File: src/prbs_apb_pkg.sv
package prbs_apb_pkg;

    localparam int apb_addr_width = 8;
    localparam int apb_data_width = 32;

    // register byte addresses
    localparam logic [apb_addr_width-1:0] addr_ctrl = 8'h00;
    localparam logic [apb_addr_width-1:0] addr_shift = 8'h04;
    localparam logic [apb_addr_width-1:0] addr_bit_cnt = 8'h08;
    localparam logic [apb_addr_width-1:0] addr_err_bits = 8'h0C;
    localparam logic [apb_addr_width-1:0] addr_err_words = 8'h10;
    localparam logic [apb_addr_width-1:0] addr_last = 8'h14;

    // one seed word per lane, 4 bytes apart
    localparam logic [apb_addr_width-1:0] addr_seed_base = 8'h40;

    // control register bits
    localparam int ctrl_prbs_en = 0;
    localparam int ctrl_count_en = 1;
    // write-one pulses, read back as zero
    localparam int ctrl_restart = 2;
    localparam int ctrl_clear = 3;

endpackage

File: src/prbs_pkg.sv
package prbs_pkg;

    // PRBS7 register length
    localparam int n_prbs = 7;

    // number of receive lanes, each with its own generator
    localparam int n_channels = 16;

    // lane shift width, enough to index any lane of the window
    localparam int n_shift_bits = 4;

    // match count runs from 0 to n_channels inclusive
    localparam int n_match_bits = 5;

    // feedback taps for x^7 + x^6 + 1
    localparam int prbs_tap_hi = 6;
    localparam int prbs_tap_lo = 5;

    // width of the BER statistics counters
    localparam int cnt_width = 32;

endpackage

File: src/prbs_apb_regs.sv
`timescale 1ns/1ps

module prbs_apb_regs (
    input  logic                                    clk,
    input  logic                                    rst,
    input  logic                                    psel,
    input  logic                                    penable,
    input  logic                                    pwrite,
    input  logic [prbs_apb_pkg::apb_addr_width-1:0] paddr,
    input  logic [prbs_apb_pkg::apb_data_width-1:0] pwdata,
    output logic [prbs_apb_pkg::apb_data_width-1:0] prdata,
    output logic                                    pready,
    output logic                                    pslverr,
    input  logic [prbs_pkg::n_match_bits-1:0]       match_bits,
    input  logic                                    match,
    input  logic [prbs_pkg::cnt_width-1:0]          bit_cnt,
    input  logic [prbs_pkg::cnt_width-1:0]          err_bits,
    input  logic [prbs_pkg::cnt_width-1:0]          err_words,
    output logic                                    prbs_cke,
    output logic                                    acc_en,
    output logic                                    core_rst,
    output logic                                    acc_clear,
    output logic [prbs_pkg::n_shift_bits-1:0]       rx_shift,
    output logic [prbs_pkg::n_prbs-1:0]             seeds [prbs_pkg::n_channels]
);

    logic                                    access;
    logic                                    mapped;
    logic                                    wr_en;
    logic                                    ctrl_wr;
    logic                                    seed_hit;
    logic [prbs_apb_pkg::apb_addr_width-1:0] seed_off;
    logic [prbs_pkg::n_shift_bits-1:0]       seed_idx;
    logic [prbs_apb_pkg::apb_data_width-1:0] rdata;

    // zero-wait slave
    assign pready = 1'b1;
    assign access = psel && penable;

    // seed window, word aligned, one word per lane
    assign seed_off = paddr - prbs_apb_pkg::addr_seed_base;
    assign seed_hit = (paddr >= prbs_apb_pkg::addr_seed_base)
                   && (seed_off[1:0] == 2'b00)
                   && (seed_off[prbs_apb_pkg::apb_addr_width-1:2] < prbs_pkg::n_channels);
    // lane index is as wide as the shift field
    assign seed_idx = seed_off[2 +: prbs_pkg::n_shift_bits];

    // read mux, also tells which addresses are mapped
    always_comb begin
        mapped = 1'b1;
        rdata = '0;
        case (paddr)
            prbs_apb_pkg::addr_ctrl: begin
                rdata[prbs_apb_pkg::ctrl_prbs_en] = prbs_cke;
                rdata[prbs_apb_pkg::ctrl_count_en] = acc_en;
            end
            prbs_apb_pkg::addr_shift: rdata[prbs_pkg::n_shift_bits-1:0] = rx_shift;
            prbs_apb_pkg::addr_bit_cnt: rdata = bit_cnt;
            prbs_apb_pkg::addr_err_bits: rdata = err_bits;
            prbs_apb_pkg::addr_err_words: rdata = err_words;
            prbs_apb_pkg::addr_last: begin
                rdata[prbs_pkg::n_match_bits-1:0] = match_bits;
                rdata[8] = match;
            end
            default: begin
                if (seed_hit) begin
                    rdata[prbs_pkg::n_prbs-1:0] = seeds[seed_idx];
                end else begin
                    mapped = 1'b0;
                end
            end
        endcase
    end

    assign prdata = (access && !pwrite) ? rdata : '0;
    assign pslverr = access && !mapped;

    assign wr_en = access && pwrite && mapped;
    assign ctrl_wr = wr_en && (paddr == prbs_apb_pkg::addr_ctrl);

    always_ff @(posedge clk) begin
        if (rst) begin
            prbs_cke <= 1'b0;
            acc_en <= 1'b0;
            rx_shift <= '0;
            for (int i = 0; i < prbs_pkg::n_channels; i++) begin
                seeds[i] <= '0;
            end
        end else if (wr_en) begin
            if (paddr == prbs_apb_pkg::addr_ctrl) begin
                prbs_cke <= pwdata[prbs_apb_pkg::ctrl_prbs_en];
                acc_en <= pwdata[prbs_apb_pkg::ctrl_count_en];
            end
            if (paddr == prbs_apb_pkg::addr_shift) begin
                rx_shift <= pwdata[prbs_pkg::n_shift_bits-1:0];
            end
            if (seed_hit) begin
                seeds[seed_idx] <= pwdata[prbs_pkg::n_prbs-1:0];
            end
        end
    end

    // one-cycle pulses, also held during reset
    always_ff @(posedge clk) begin
        core_rst <= rst || (ctrl_wr && pwdata[prbs_apb_pkg::ctrl_restart]);
        acc_clear <= rst || (ctrl_wr && pwdata[prbs_apb_pkg::ctrl_clear]);
    end

endmodule

File: src/prbs_checker_core.sv
`timescale 1ns/1ps

module prbs_checker_core (
    input  logic                              clk,
    input  logic                              rst,
    input  logic                              prbs_cke,
    input  logic [prbs_pkg::n_prbs-1:0]       prbs_init_vals [prbs_pkg::n_channels],
    input  logic [prbs_pkg::n_channels-1:0]   rx_bits,
    input  logic [prbs_pkg::n_shift_bits-1:0] rx_shift,
    output logic [prbs_pkg::n_match_bits-1:0] match_bits,
    output logic                              match
);

    // receive history, prev_1 is the newest word
    logic [prbs_pkg::n_channels-1:0]   rx_prev_1;
    logic [prbs_pkg::n_channels-1:0]   rx_prev_2;
    logic [2*prbs_pkg::n_channels-1:0] rx_concat;
    logic [prbs_pkg::n_channels-1:0]   window;
    logic [prbs_pkg::n_channels-1:0]   rx_select;
    logic [prbs_pkg::n_channels-1:0]   prbs_bits;
    logic [prbs_pkg::n_channels-1:0]   eq_bits;
    logic [prbs_pkg::n_match_bits-1:0] match_cnt;

    always_ff @(posedge clk) begin
        if (rst) begin
            rx_prev_1 <= '0;
            rx_prev_2 <= '0;
        end else begin
            rx_prev_1 <= rx_bits;
            rx_prev_2 <= rx_prev_1;
        end
    end

    // one local generator per lane
    for (genvar k = 0; k < prbs_pkg::n_channels; k++) begin : g_lane
        prbs_generator u_gen (
            .clk      (clk),
            .rst      (rst),
            .cke      (prbs_cke),
            .init_val (prbs_init_vals[k]),
            .out      (prbs_bits[k])
        );
    end

    // skew correction, shift 0 takes prev_1 as is
    assign rx_concat = {rx_prev_1, rx_prev_2};
    assign window = rx_concat[(2*prbs_pkg::n_channels-1-int'(rx_shift)) -: prbs_pkg::n_channels];

    always_ff @(posedge clk) begin
        if (rst) begin
            rx_select <= '0;
        end else begin
            rx_select <= window;
        end
    end

    // lane-by-lane compare against the local sequence
    assign eq_bits = rx_select ~^ prbs_bits;

    always_comb begin
        match_cnt = '0;
        for (int i = 0; i < prbs_pkg::n_channels; i++) begin
            match_cnt = match_cnt + {{(prbs_pkg::n_match_bits-1){1'b0}}, eq_bits[i]};
        end
    end

    always_ff @(posedge clk) begin
        if (rst) begin
            match_bits <= '0;
            match <= 1'b0;
        end else begin
            match_bits <= match_cnt;
            // every lane agrees
            match <= &eq_bits;
        end
    end

endmodule

File: src/prbs_checker_top.sv
`timescale 1ns/1ps

module prbs_checker_top (
    input  logic                                    clk,
    input  logic                                    rst,
    input  logic                                    psel,
    input  logic                                    penable,
    input  logic                                    pwrite,
    input  logic [prbs_apb_pkg::apb_addr_width-1:0] paddr,
    input  logic [prbs_apb_pkg::apb_data_width-1:0] pwdata,
    output logic [prbs_apb_pkg::apb_data_width-1:0] prdata,
    output logic                                    pready,
    output logic                                    pslverr,
    input  logic [prbs_pkg::n_channels-1:0]         rx_bits
);

    logic                              prbs_cke;
    logic                              acc_en;
    logic                              core_rst;
    logic                              acc_clear;
    logic [prbs_pkg::n_shift_bits-1:0] rx_shift;
    logic [prbs_pkg::n_prbs-1:0]       seeds [prbs_pkg::n_channels];
    logic [prbs_pkg::n_match_bits-1:0] match_bits;
    logic                              match;
    logic [prbs_pkg::cnt_width-1:0]    bit_cnt;
    logic [prbs_pkg::cnt_width-1:0]    err_bits;
    logic [prbs_pkg::cnt_width-1:0]    err_words;

    prbs_apb_regs u_regs (
        .clk        (clk),
        .rst        (rst),
        .psel       (psel),
        .penable    (penable),
        .pwrite     (pwrite),
        .paddr      (paddr),
        .pwdata     (pwdata),
        .prdata     (prdata),
        .pready     (pready),
        .pslverr    (pslverr),
        .match_bits (match_bits),
        .match      (match),
        .bit_cnt    (bit_cnt),
        .err_bits   (err_bits),
        .err_words  (err_words),
        .prbs_cke   (prbs_cke),
        .acc_en     (acc_en),
        .core_rst   (core_rst),
        .acc_clear  (acc_clear),
        .rx_shift   (rx_shift),
        .seeds      (seeds)
    );

    // restart reloads the generators through the core reset
    prbs_checker_core u_core (
        .clk            (clk),
        .rst            (core_rst),
        .prbs_cke       (prbs_cke),
        .prbs_init_vals (seeds),
        .rx_bits        (rx_bits),
        .rx_shift       (rx_shift),
        .match_bits     (match_bits),
        .match          (match)
    );

    prbs_error_accum u_accum (
        .clk        (clk),
        .rst        (rst),
        .clear      (acc_clear),
        .en         (acc_en),
        .match      (match),
        .match_bits (match_bits),
        .bit_cnt    (bit_cnt),
        .err_bits   (err_bits),
        .err_words  (err_words)
    );

endmodule

File: src/prbs_error_accum.sv
`timescale 1ns/1ps

module prbs_error_accum (
    input  logic                              clk,
    input  logic                              rst,
    input  logic                              clear,
    input  logic                              en,
    input  logic                              match,
    input  logic [prbs_pkg::n_match_bits-1:0] match_bits,
    output logic [prbs_pkg::cnt_width-1:0]    bit_cnt,
    output logic [prbs_pkg::cnt_width-1:0]    err_bits,
    output logic [prbs_pkg::cnt_width-1:0]    err_words
);

    // lanes that disagreed in this word
    logic [prbs_pkg::n_match_bits-1:0] miss_bits;

    // sums one bit wider so the carry shows an overflow
    logic [prbs_pkg::cnt_width:0] bit_cnt_sum;
    logic [prbs_pkg::cnt_width:0] err_bits_sum;
    logic [prbs_pkg::cnt_width:0] err_words_sum;

    assign miss_bits = prbs_pkg::n_match_bits'(prbs_pkg::n_channels) - match_bits;

    assign bit_cnt_sum = {1'b0, bit_cnt} + (prbs_pkg::cnt_width+1)'(prbs_pkg::n_channels);
    assign err_bits_sum = {1'b0, err_bits} + (prbs_pkg::cnt_width+1)'(miss_bits);
    assign err_words_sum = {1'b0, err_words} + (prbs_pkg::cnt_width+1)'(!match);

    always_ff @(posedge clk) begin
        if (rst || clear) begin
            bit_cnt <= '0;
            err_bits <= '0;
            err_words <= '0;
        end else if (en) begin
            // each counter sticks at all ones once it overflows
            if (bit_cnt_sum[prbs_pkg::cnt_width]) begin
                bit_cnt <= '1;
            end else begin
                bit_cnt <= bit_cnt_sum[prbs_pkg::cnt_width-1:0];
            end

            if (err_bits_sum[prbs_pkg::cnt_width]) begin
                err_bits <= '1;
            end else begin
                err_bits <= err_bits_sum[prbs_pkg::cnt_width-1:0];
            end

            if (err_words_sum[prbs_pkg::cnt_width]) begin
                err_words <= '1;
            end else begin
                err_words <= err_words_sum[prbs_pkg::cnt_width-1:0];
            end
        end
    end

endmodule

File: src/prbs_generator.sv
`timescale 1ns/1ps

module prbs_generator (
    input  logic                        clk,
    input  logic                        rst,
    input  logic                        cke,
    input  logic [prbs_pkg::n_prbs-1:0] init_val,
    output logic                        out
);

    // Fibonacci LFSR state, msb is the output bit
    logic [prbs_pkg::n_prbs-1:0] lfsr;
    logic                        feedback;

    assign feedback = lfsr[prbs_pkg::prbs_tap_hi] ^ lfsr[prbs_pkg::prbs_tap_lo];

    always_ff @(posedge clk) begin
        if (rst) begin
            // reload the seed, a zero seed locks the register at zero
            lfsr <= init_val;
        end else if (cke) begin
            lfsr <= {lfsr[prbs_pkg::n_prbs-2:0], feedback};
        end
    end

    assign out = lfsr[prbs_pkg::n_prbs-1];

endmodule

File: config.mk
export PLATFORM = sky130hd
export DESIGN_NAME = prbs_checker_top
export DESIGN_NICKNAME = d
export VERILOG_FILES = /design/src/prbs_apb_pkg.sv /design/src/prbs_pkg.sv /design/src/prbs_apb_regs.sv /design/src/prbs_checker_core.sv /design/src/prbs_checker_top.sv /design/src/prbs_error_accum.sv /design/src/prbs_generator.sv
export SDC_FILE = /design/constraint.sdc
export NUM_CORES = 1
export LEC_CHECK = 0
export ABC_AREA = 0
export BUFFER_PORTS_ARGS = -buffer_cell sky130_fd_sc_hd__buf_2
export CORE_ASPECT_RATIO = 2
export CORE_UTILIZATION = 65
export CTS_CLUSTER_DIAMETER = 200
export DETAILED_ROUTE_END_ITERATION = 8
export PLACE_DENSITY = 0.84
export SYNTH_ARGS = -nofsm -noshare
export SYNTH_HDL_FRONTEND = slang
export SYNTH_HIERARCHICAL = 1
export SYNTH_SLANG_ARGS = --single-unit
File: constraint.sdc
create_clock -name clk -period 8.4 [get_ports clk]
set_input_delay 1.26 -clock clk [delete_from_list [all_inputs] [get_ports clk]]
set_output_delay 1.26 -clock clk [all_outputs]
set_load 0.05 [all_outputs]
==> results.md <==
* Ys async rst share at 0%
* Total CTS buffers at 35
* Dominant register cell in the synthesized netlist: dfxtp_1
* Pin count of the biggest net entering global routing at 73
* Max Clock Skew at around 21 ps
* Iteration-0 DRC Markers at 1,086
* Worst-Skew Late Latency at ~530 ps
* Routed wire length at between 50,000 and 60,000 um
* Area Overhead vs Synth at 6.81%
* Seq/Total Area, Yosys at about 44%
* Total negative slack for setup checks at 0 ps
* Number of I/O pins at 95
* Vertical die dimension at about 250 um
* Starting utilization of the core area at 66.3%
* Register-to-register path setup slack at between 4000 and 5000 ps
* Syn_area_per_cell at about 11 um^2
* Final critical-path share of the clock period at 65.3%
* Final hold slack at around 470 ps
* Proportion of layout cells with a drive suffix above 1 at 18.3%
* Flops & latches, synth at 378
* # hold bufs at CTS at 0
* Final standard cell utilization of the core at a little over two thirds
* Number of enable-type register cells in the synthesized netlist at around 110
* Area fraction in compound gates after synthesis at under 10%
* Clock transition at the registers of the reported paths at ~60 ps
* Placed wire-length estimate at ~38,000 um
* Synthesized Nets at 1,824
* Synth warn at 6
* Detail-routed net length per standard cell at 25.6 um
* Hold/Removal Path Class: flip-flop to flip-flop
* Worst IR drop on VDD at between 0.00015 and 0.0002 V
* Count of final hold-check violations at 0
* Main combinational cell family by area after synthesis: multiplexers
* Quantity of I/O buffers inserted on ports at between 60 and 70
* Initial antenna violation count at 4
* Wire length of the first global-routing pass at between 80,000 and 90,000 um
* Total routing usage reported by global routing at around 35%
* Clk root buf: clkbuf_16
* Synthesized instance count at 1,737
* Synthesized-area fraction occupied by adder cells at approximately 2.1%
* Startpoint Class: input pin
* Classification of the worst setup path: input pin to output port
* Number of clock sinks at ~380
* Required time of the critical path at just over 7000 ps
* Leading post-synthesis cells by cell area: dfxtp_1, edfxtp_1, mux2i_1, mux2_4, mux4_2
* TritonCTS clock tree: yes
* # setup viols final at 0
* Synthesized-area fraction occupied by and/or/nand/nor cells at 13.8%
* Vias per inst at about 6.7
* Crit Path Max Fanout at 26
* Number of distinct standard cells referenced by the synthesized netlist at between 70 and 80
* Reported leakage power at a little over 8 nW
* Clock Tree Buf Depth at 3
* Total setup buffers inserted after CTS at 0
* Filler Cells Inserted at around 2,000
* Layout Nets at ~1,800
* Synth area leader: dfxtp_1
* Top cell types by occurrence after synthesis: dfxtp_1, nor2_1, mux2i_1
* Actual transition at the worst max-transition pin at between 1000 and 1500 ps
* Total die area at 0.0308 mm^2
* Highest attainable clock frequency at around 180 MHz
* Mapped cell area at 0.0196 mm^2
* Ratio of total power to cell area at between 150 and 200 mW/mm^2
* Post-DRT Antenna Nets at 0
* Placer's final routability congestion estimate at just over 1
* Vias in the first global route at approximately 14,000
* Unrepaired setup endpoints after global routing: false
* Area share of the leading cell type in the synthesized netlist at 27.2%
* Count of unresolved DRC violations after routing at 0
* Post-synthesis xor/xnor area fraction at between 3 and 4%
* Arrival time of the worst setup path at about 4200 ps
* Minimum period implied by the final worst setup slack at between 5000 and 6000 ps
* Number of search-and-repair iterations in the first detailed-routing pass at 9
* Headroom to the max-slew limit at about a quarter
* Cell with the most instances after synthesis: dfxtp_1
* Run status: complete, no violations
* Number of levels the H-tree was split into at 2
* Floorplan Core Area at just under 0.03 mm^2
* Crit path capture type: output port
* Share of cell area taken by muxes after synthesis at 22.4%
* Floorplan row count at between 80 and 90
* Sum of overflow across all layers after global routing at 0
* Power after layout at 0.00406 W
* MaxCap Viol Count at 0
* Width of the chip at approximately 120 um
* Number of max-slew violations in the final report at 0
* Quantity of gates resized following cts at 0
* Via count at approximately 14,000
power breakdown:
part	switching (W)	internal, W
clock network	0.000698	0.000898
registers	0.0000484	0.00194
logic	0.000267	0.000217
total	0.00101	0.00305
final timing paths:
path / start / end / cells after the start
setup / recovery: paddr[6] / prdata[5] / 6
setup reg to reg: u_core/g_lane[13].u_gen/lfsr[6]$_DFFE_PP_ / u_core/match_bits[4]$_SDFF_PP0_ / 16
hold reg to reg: u_core/rx_prev_1[15]$_SDFF_PP0_ / u_core/rx_prev_2[15]$_SDFF_PP0_ / 1
hold / removal: u_core/rx_prev_1[15]$_SDFF_PP0_ / u_core/rx_prev_2[15]$_SDFF_PP0_ / 1
metal layers:
layer / share of wire, % / track usage (%) / vias up
li1: - / - / 6401
met1: 32 / 33.2 / 6966
met2: 51 / 63.6 / 676
met3: 6.1 / 6.88 / 254
met4: 11 / 33.6 / 2
met5: 0.024 / 0 / -
final cells by class:
class / count / area [um^2] / share of cell area, %
antenna: 2 / 5.00 / 0.0240
timing repair buffer: 81 / 440 / 2.11
inverter: 44 / 165 / 0.791
sequential: 378 / 8690 / 41.6
multi-input combinational: 1189 / 10000 / 47.8
clock buffer: 50 / 1040 / 4.96
clock inverter: 13 / 98.8 / 0.473
tap: 364 / 455 / 2.18
per-stage QoR:
stage	worst slack, ps	instances	cell area (um^2)
after floorplan	3230	1737	19600
after global placement	3160	2056	19800
after detailed placement	3140	2056	19800
after CTS	3130	2119	20900
after global routing	2730	2120	20900
final	2910	2121	20900
cells in the final DEF (no fill, tap or decap), drive strengths merged, types with 34 or more instances in the layout:
cell / count
mux2: 105
dfxtp: 266
nor2b: 49
nor2: 182
edfxtp: 112
a21oi: 71
buf: 81
clkbuf: 50
inv: 45
nand4: 41
mux4: 60
a211oi: 34
mux2i: 145
nand2: 74
xnor2: 65
worst max-delay path, stage by stage:
cell and delay [ps]:
buf_2 130, nor4_2 660, and3_1 950, a2111oi_0 290, nor4_1 550, buf_2 380
kinds of logic (layout without fill, tap and decap cells):
kind of cell | after synthesis | in the layout
flops | 378 | 378
fa+ha+maj | 26 | 26
xor+xnor | 86 | 86
buf+inv | 170 | 188
simple gates | 521 | 521
mux | 310 | 310
compound gates | 245 | 245
other cells | 1 | 3
state kept, by name, indices dropped and copies added (netlist names), 15 cells and up:
name,flops
u_accum/err_words,32
u_regs/seeds,112
u_core/rx_select,16
u_core/g_lane.u_gen/lfsr,112
u_core/rx_prev_1,16
u_accum/bit_cnt,29
u_accum/err_bits,32
u_core/rx_prev_2,15
Note: power is estimated with default switching activity, not from simulation.
